<file path="config.mk">
export PLATFORM = sky130hd
export DESIGN_NAME = controlUnit
export DESIGN_NICKNAME = d
export VERILOG_FILES = /design/src/source/controlPkg.sv /design/src/source/controlUnit.sv /design/src/source/controlWordGen.sv /design/src/source/controlSequencer.sv /design/src/source/instrDecoder.sv
export SDC_FILE = /design/constraint.sdc
export NUM_CORES = 1
export LEC_CHECK = 0
export BUFFER_PORTS_ARGS = -buffer_cell sky130_fd_sc_hd__buf_4
export CORE_AREA = 2 2 54 56
export DETAILED_ROUTE_END_ITERATION = 10
export DIE_AREA = 0 0 56 58
export GPL_TIMING_DRIVEN = 0
export PLACE_DENSITY = 0.83
export SYNTH_ARGS = -nofsm -noshare
export SYNTH_HDL_FRONTEND = slang
export SYNTH_SLANG_ARGS = --single-unit
export TNS_END_PERCENT = 5
</file>
<file path="constraint.sdc">
create_clock -name clock -period 2.42 [get_ports clock]
set_input_delay 0.484 -clock clock [delete_from_list [all_inputs] [get_ports clock]]
set_output_delay 0.484 -clock clock [all_outputs]
set_load 0.01 [all_outputs]
</file>
<file path="src/source/controlPkg.sv">
package controlPkg;

    // Instruction fields
    typedef logic [5:0] opcode_t;
    typedef logic [5:0] funct_t;

    // Datapath selects
    typedef logic [2:0] aluOp_t;
    typedef logic [1:0] srcSel_t;
    typedef logic [2:0] wideSel_t;

    // Execute step counter
    typedef logic [5:0] step_t;

    typedef enum logic [2:0] {
        kindAdd,
        kindSub,
        kindBreak,
        kindRte,
        kindAddm,
        kindDivm,
        kindNone
    } instrKind_t;

    typedef enum logic [3:0] {
        phaseBoot,
        phaseFetch1,
        phaseFetch2,
        phaseIrWrite,
        phaseRegRead,
        phaseDecode,
        phaseAdd,
        phaseSub,
        phaseBreak,
        phaseRte,
        phaseAddm,
        phaseDivm
    } phase_t;

    typedef struct packed {
        logic     irWrite;
        logic     pcWrite;
        logic     regWrite;
        logic     regAWrite;
        logic     regBWrite;
        logic     aluOutWrite;
        logic     mdrWrite;
        logic     hiWrite;
        logic     loWrite;
        logic     mdSrcA;
        logic     mdSrcB;
        logic     mdControl;
        aluOp_t   aluOp;
        srcSel_t  pcSource;
        srcSel_t  regDst;
        srcSel_t  aluSrcA;
        srcSel_t  aluSrcB;
        wideSel_t iorD;
        wideSel_t dataSrc;
    } controlWord_t;

    localparam opcode_t OPCODE_RTYPE = 6'b000000;
    localparam opcode_t OPCODE_ADDM  = 6'b000001;

    localparam funct_t FUNCT_ADD   = 6'b100000;
    localparam funct_t FUNCT_SUB   = 6'b100010;
    localparam funct_t FUNCT_BREAK = 6'b001101;
    localparam funct_t FUNCT_RTE   = 6'b010011;
    localparam funct_t FUNCT_DIVM  = 6'b000101;

    localparam aluOp_t ALU_ADD = 3'b001;
    localparam aluOp_t ALU_SUB = 3'b010;

    localparam srcSel_t SRCA_PC     = 2'b01;
    localparam srcSel_t SRCA_REGA   = 2'b10;
    localparam srcSel_t SRCA_MDR    = 2'b11;
    localparam srcSel_t SRCB_OFFSET = 2'b00;
    localparam srcSel_t SRCB_FOUR   = 2'b01;
    localparam srcSel_t SRCB_REGB   = 2'b10;
    localparam srcSel_t SRCB_BRANCH = 2'b11;
    localparam srcSel_t PCSRC_ALU   = 2'b01;
    localparam srcSel_t PCSRC_EPC   = 2'b11;
    localparam srcSel_t REGDST_RT   = 2'b01;
    localparam srcSel_t REGDST_RD   = 2'b11;

    localparam wideSel_t IORD_PC        = 3'b000;
    localparam wideSel_t IORD_ALUOUT    = 3'b100;
    localparam wideSel_t IORD_REGA      = 3'b101;
    localparam wideSel_t IORD_REGB      = 3'b110;
    localparam wideSel_t DATASRC_ALUOUT = 3'b100;
    localparam wideSel_t DATASRC_MDRSUM = 3'b110;

    // Divider runs after both operand reads of divm
    localparam step_t DIV_CYCLES    = 6'd33;
    localparam step_t DIVM_MD_FIRST = 6'd5;

    localparam step_t LAST_STEP_ADD   = 6'd1;
    localparam step_t LAST_STEP_SUB   = 6'd1;
    localparam step_t LAST_STEP_BREAK = 6'd0;
    localparam step_t LAST_STEP_RTE   = 6'd0;
    localparam step_t LAST_STEP_ADDM  = 6'd5;
    localparam step_t LAST_STEP_DIVM  = DIVM_MD_FIRST + DIV_CYCLES;

endpackage
</file>
<file path="src/source/controlUnit.sv">
`timescale 1ns/1ps

module controlUnit (
    input  logic                     clock,
    input  logic                     reset_out,
    input  controlPkg::opcode_t      opcode,
    input  controlPkg::funct_t       funct,
    output controlPkg::controlWord_t control
);
    import controlPkg::*;

    instrKind_t kind;
    phase_t     phase;
    step_t      step;

    instrDecoder u_instrDecoder (
        .opcode (opcode),
        .funct  (funct),
        .kind   (kind)
    );

    // Phase and step register
    controlSequencer u_controlSequencer (
        .clock     (clock),
        .reset_out (reset_out),
        .kind      (kind),
        .phase     (phase),
        .step      (step)
    );

    controlWordGen u_controlWordGen (
        .clock     (clock),
        .reset_out (reset_out),
        .phase     (phase),
        .step      (step),
        .control   (control)
    );

endmodule

</file>
<file path="src/source/controlWordGen.sv">
`timescale 1ns/1ps

module controlWordGen (
    input  logic                     clock,
    input  logic                     reset_out,
    input  controlPkg::phase_t       phase,
    input  controlPkg::step_t        step,
    output controlPkg::controlWord_t control
);
    import controlPkg::*;

    always_comb begin
        control = '0;
        case (phase)
            // Memory read at PC while the ALU forms PC+4
            phaseFetch1, phaseFetch2, phaseIrWrite: begin
                control.iorD     = IORD_PC;
                control.aluOp    = ALU_ADD;
                control.aluSrcA  = SRCA_PC;
                control.aluSrcB  = SRCB_FOUR;
                control.pcSource = PCSRC_ALU;
                if (phase == phaseIrWrite) begin
                    control.irWrite = 1'b1;
                    control.pcWrite = 1'b1;
                end
            end

            // Operand latch plus branch target into ALUOut
            phaseRegRead: begin
                control.regAWrite   = 1'b1;
                control.regBWrite   = 1'b1;
                control.aluOutWrite = 1'b1;
                control.aluOp       = ALU_ADD;
                control.aluSrcA     = SRCA_PC;
                control.aluSrcB     = SRCB_BRANCH;
            end

            phaseAdd, phaseSub: begin
                if (step == 6'd0) begin
                    control.aluOp       = (phase == phaseSub) ? ALU_SUB : ALU_ADD;
                    control.aluSrcA     = SRCA_REGA;
                    control.aluSrcB     = SRCB_REGB;
                    control.aluOutWrite = 1'b1;
                end else begin
                    control.regDst   = REGDST_RD;
                    control.dataSrc  = DATASRC_ALUOUT;
                    control.regWrite = 1'b1;
                end
            end

            // PC already advanced in fetch, so step it back
            phaseBreak: begin
                control.aluOp    = ALU_SUB;
                control.aluSrcA  = SRCA_PC;
                control.aluSrcB  = SRCB_FOUR;
                control.pcSource = PCSRC_ALU;
                control.pcWrite  = 1'b1;
            end

            phaseRte: begin
                control.pcSource = PCSRC_EPC;
                control.pcWrite  = 1'b1;
            end

            phaseAddm: begin
                case (step)
                    6'd0: begin
                        control.aluOp       = ALU_ADD;
                        control.aluSrcA     = SRCA_REGA;
                        control.aluSrcB     = SRCB_OFFSET;
                        control.aluOutWrite = 1'b1;
                    end
                    6'd1, 6'd2: begin
                        control.iorD = IORD_ALUOUT;
                    end
                    6'd3: begin
                        control.iorD     = IORD_ALUOUT;
                        control.mdrWrite = 1'b1;
                    end
                    6'd4: begin
                        control.aluOp       = ALU_ADD;
                        control.aluSrcA     = SRCA_MDR;
                        control.aluSrcB     = SRCB_REGB;
                        control.aluOutWrite = 1'b1;
                    end
                    default: begin
                        control.regDst   = REGDST_RT;
                        control.dataSrc  = DATASRC_MDRSUM;
                        control.regWrite = 1'b1;
                    end
                endcase
            end

            // Dividend from address in A, divisor from address in B
            phaseDivm: begin
                if (step <= 6'd2) begin
                    control.iorD     = IORD_REGA;
                    control.mdrWrite = (step == 6'd2);
                end else if (step < DIVM_MD_FIRST) begin
                    control.iorD = IORD_REGB;
                end else if (step < LAST_STEP_DIVM) begin
                    control.mdSrcA    = 1'b1;
                    control.mdSrcB    = 1'b1;
                    control.mdControl = 1'b1;
                end else begin
                    control.hiWrite = 1'b1;
                    control.loWrite = 1'b1;
                end
            end

            default: begin
                control = '0;
            end
        endcase
    end

    hiLoTogether: assert property (
        @(posedge clock) disable iff (reset_out)
        control.hiWrite == control.loWrite
    ) else $error("hiWrite and loWrite differ");

    noRegAndPcWrite: assert property (
        @(posedge clock) disable iff (reset_out)
        !(control.regWrite && control.pcWrite)
    ) else $error("regWrite and pcWrite raised together");

endmodule

</file>
<file path="src/source/controlSequencer.sv">
`timescale 1ns/1ps

module controlSequencer (
    input  logic                   clock,
    input  logic                   reset_out,
    input  controlPkg::instrKind_t kind,
    output controlPkg::phase_t     phase,
    output controlPkg::step_t      step
);
    import controlPkg::*;

    // Execute phase entered from decode
    function automatic phase_t execPhase(input instrKind_t k);
        case (k)
            kindAdd:   return phaseAdd;
            kindSub:   return phaseSub;
            kindBreak: return phaseBreak;
            kindRte:   return phaseRte;
            kindAddm:  return phaseAddm;
            kindDivm:  return phaseDivm;
            default:   return phaseFetch1;
        endcase
    endfunction

    // Final step of each execute phase, zero elsewhere
    function automatic step_t lastStep(input phase_t p);
        case (p)
            phaseAdd:   return LAST_STEP_ADD;
            phaseSub:   return LAST_STEP_SUB;
            phaseBreak: return LAST_STEP_BREAK;
            phaseRte:   return LAST_STEP_RTE;
            phaseAddm:  return LAST_STEP_ADDM;
            phaseDivm:  return LAST_STEP_DIVM;
            default:    return '0;
        endcase
    endfunction

    always_ff @(posedge clock) begin
        if (reset_out) begin
            phase <= phaseBoot;
            step  <= '0;
        end else begin
            case (phase)
                phaseBoot: begin
                    phase <= phaseFetch1;
                end
                phaseFetch1: begin
                    phase <= phaseFetch2;
                end
                phaseFetch2: begin
                    phase <= phaseIrWrite;
                end
                phaseIrWrite: begin
                    phase <= phaseRegRead;
                end
                phaseRegRead: begin
                    phase <= phaseDecode;
                end

                // Only edge where the instruction is looked at
                phaseDecode: begin
                    phase <= execPhase(kind);
                    step  <= '0;
                end

                default: begin
                    if (step == lastStep(phase)) begin
                        phase <= phaseFetch1;
                        step  <= '0;
                    end else begin
                        step <= step + 6'd1;
                    end
                end
            endcase
        end
    end

    // Step stays within the sequence of the current phase
    stepInRange: assert property (
        @(posedge clock) disable iff (reset_out)
        step <= lastStep(phase)
    ) else $error("step %0d beyond last step of %s", step, phase.name());

    decodeOneCycle: assert property (
        @(posedge clock) disable iff (reset_out)
        (phase == phaseDecode) |=> (phase != phaseDecode)
    ) else $error("decode phase held for more than one cycle");

endmodule

</file>
<file path="src/source/instrDecoder.sv">
`timescale 1ns/1ps

module instrDecoder (
    input  controlPkg::opcode_t    opcode,
    input  controlPkg::funct_t     funct,
    output controlPkg::instrKind_t kind
);
    import controlPkg::*;

    always_comb begin
        kind = kindNone;
        case (opcode)
            // R-type instructions are told apart by funct
            OPCODE_RTYPE: begin
                case (funct)
                    FUNCT_ADD: begin
                        kind = kindAdd;
                    end
                    FUNCT_SUB: begin
                        kind = kindSub;
                    end
                    FUNCT_BREAK: begin
                        kind = kindBreak;
                    end
                    FUNCT_RTE: begin
                        kind = kindRte;
                    end
                    FUNCT_DIVM: begin
                        kind = kindDivm;
                    end
                    default: begin
                        kind = kindNone;
                    end
                endcase
            end

            OPCODE_ADDM: begin
                kind = kindAddm;
            end

            // Unsupported opcodes skip execute entirely
            default: begin
                kind = kindNone;
            end
        endcase
    end

endmodule

</file>
==> out/results.tsv <==
metric	value	unit
antenna viol nets, final	0	
antenna violations before repair	0	
most frequent CP cell	buf_4	
ant diodes	0	
number of buffers created by CTS	3	
yosys warns	0	
Post-Synth Adder-Cell Area	3.956	%
Final HPWL DP	2.403	mm
crit path max fanout	7	
fin nets	248	
met2 usage in global routing	33.11	%
layout cells sized above 1	32.31	%
slowest stage delay, CP	390	ps
TritonCTS clock tree	built	
drt pass-1 iters	4	
clock latency on the worst-skew pair	270	ps
Slew Viols, Final	0	
Most used DFF post-synth	dfxtp_1	
mux cell area share after synthesis	0.8902	%
Post-synth EDFFs	0	
Internal Pwr Total	0.3425	mW
final setup vio count	0	
met3 Usage GRT	1.563	%
fraction of synthesized cell area in xor and xnor cells	2.770	%
global-route wire length before repair	5.257	mm
most frequent cell after synthesis	nor2_1	
grt peak-use layer	met2	
fin worst setup slack	97.27	ps
crit-path cells	nor4_2 -> nand2_1 -> and3_1 -> a21o_1 -> buf_4 -> buf_4	
CTS Hold Buffers Added	0	
setup_tns	0	ps
largest net degree at the start of global routing	11	
R2R Path Start	u_controlSequencer.phase[1]$_SDFFE_PP0P_	
Hold Path Class	reg2reg	
largest cells by area after synthesis	dfxtp_1 16%, a21oi_1 5.9%, o21ai_0 5.9%, nor2_1 5.6%, buf_4 5.3%	
post-synthesis cell count	186	
Tmin final	2323	ps
Post-route DRC	0	
slew margin rel.	66.59	%
reg-to-reg slack, setup	620	ps
post-synthesis sequential area ratio	15.83	%
aggregate global-route resource usage	19.17	%
Clk network pwr share	30.3	%
Seq pwr share	34.3	%
Area growth syn-to-layout	31.65	%
pwr dens	303.1	nW/µm²
largest family of logic cells by synthesized area	simple AND/OR/NAND/NOR gates	
max_cap viols	0	
wire per inst	12.14	µm
die area	3248	µm²
simple-gate portion of the synthesized area	34.03	%
Comb pwr share	35.3	%
Root Driver	clkbuf_4	
I/O pin count	43	
RSZ-0062 raised after global routing	no	
count of cell types in the netlist	50	
top cell type's share of synthesized area	15.83	%
Critical Path RT	1940	ps
dpl ws	69.75	ps
Port Buffers	39	
flops & latches, synth	10	
cell taking the most area after synthesis	dfxtp_1	
H-tree levels	1	
Initial Utilization	47.51	%
CTS sink count	10	
GP Congestion	0.8490	
Die H	58	µm
Die X-Extent	56	µm
switch share	32.16	%
fin crit share	95.98	%
Async SR Flop Fraction	0	%
Setup crit start	u_controlSequencer.step[3]$_SDFFE_PP0N_	
worst clock skew	10.29	ps
Post-Route WL	3.157	mm
met1 usage	24.69	%
CTS Buffer Depth	2	
Achievable Freq	430.5	MHz
Synth Cell Area	1265	µm²
LEAKAGE	0.7885	nW
Peak VDD IR	240.1	µV
commonest cells in the netlist	19 x nor2_1, 17 x nand2_1, 15 x a21oi_1, 15 x o21ai_0, 10 x dfxtp_1	
global route overflow	0	
Worst-path clk slew	70	ps
Crit path arrival time	1840	ps
Site Rows	19	
Slowest-stage cell, CP	dfxtp_1	
Slew @ Worst Pin	501.1	ps
hold wc startpoint	u_controlSequencer.step[1]$_SDFFE_PP0N_	
vias per inst	5.600	
Layout Utilization	62.55	%
Final Hold Viols	0	
critical path capture point type	primary output	
Net Sw Power	0.1624	mW
WS Path Type	reg2out	
Iter 0 DRT Violations	23	
CP Launch Type	register	
routed vias	1456	
outcome	finished clean	
vias in the first global route	1273	
Syn Area/Cell	6.801	µm²
Compound-Gate Fraction of Synth Area	28.98	%
core footprint	2663	µm²
==> cell usage in the layout, fill, tap and decap left out, types with 4 or more instances in the layout <==
master,netlist,layout
clkbuf_4,0,4
nand3_1,6,6
o211ai_1,6,6
buf_4,9,48
and3_1,8,8
a21oi_1,15,15
buf_2,5,5
o21ai_0,15,13
inv_1,6,5
nor2_1,19,19
dfxtp_1,10,9
nand2_1,17,17
nand2b_1,4,4
nor2b_1,8,8
==> critical path: cells and delay by family, from the launching register on <==
| kind | cells | cell delay (ps) |
|---|---|---|
| buffers and inverters | 2 | 260 |
| AND/OR/NAND/NOR | 3 | 740 |
| AO/OA/AOI/OAI | 1 | 180 |
| flip-flops | 1 | 390 |
==> registers in the layout (all words and copies together), names as in the netlist <==
register and count:
u_controlSequencer.step 6, u_controlSequencer.phase 4
==> what timing repair did <==
item | 4_1_cts | 5_1_grt
pin swaps | 0 | 0
setup endpoints to repair | 8 | 10
setup buffers | 0 | 0
resized for setup | 3 | 13
==> final timing paths <==
| path | endpoint | cells past startpoint |
|---|---|---|
| hold / removal | u_controlSequencer.step[1]$_SDFFE_PP0N_ | 2 |
| setup / recovery | control[26] | 6 |
| hold reg to reg | u_controlSequencer.step[1]$_SDFFE_PP0N_ | 2 |
| setup reg to reg | u_controlSequencer.step[3]$_SDFFE_PP0N_ | 6 |
==> metal layers <==
| metal | routed length (µm) | share of wire (%) | up-vias |
|---|---|---|---|
| met5 | 0 | 0 | - |
| met1 | 1479 | 47 | 661 |
| met3 | 128 | 4.1 | 8 |
| li1 | - | - | 749 |
| met4 | 53 | 1.7 | 0 |
| met2 | 1495 | 47 | 38 |
==> cell type report <==
type | count | area (µm²)
buffer | 23 | 148.9
clock buffer | 4 | 36.28
fill | 258 | 997.2
inverter | 6 | 22.52
multi-input combinational | 147 | 924.6
sequential | 10 | 201.4
tap | 31 | 38.79
timing repair buffer | 39 | 292.8
==> kinds of logic after synthesis <==
family,after synthesis
AO/OA/AOI/OAI,57
multiplexers,1
buffers and inverters,30
AND/OR/NAND/NOR,79
adder cells (fa/ha/maj),4
other,1
XOR/XNOR,4
flip-flops,10
==> per-stage QoR <==
step	hold slack [ps]	power (mW)	area (µm²)	cells
CTS	553.1	0.5034	1640	261
detailed placement	545.8	0.3544	1600	257
global placement	537.9	0.3516	1600	257
floorplan	502.2	0.2862	1269	187
finish	518.3	0.5048	1665	260
global route	546.4	0.5319	1665	260
==> power groups by stage <==
stage	clock network [mW]	registers (mW)	logic [mW]
3_5_place_dp	0	0.177	0.177
3_3_place_gp	0	0.177	0.175
4_1_cts	0.152	0.173	0.179
2_1_floorplan	0	0.176	0.110
6_report	0.153	0.173	0.178
5_1_grt	0.161	0.174	0.197
Power figures use the tool's default switching activity.
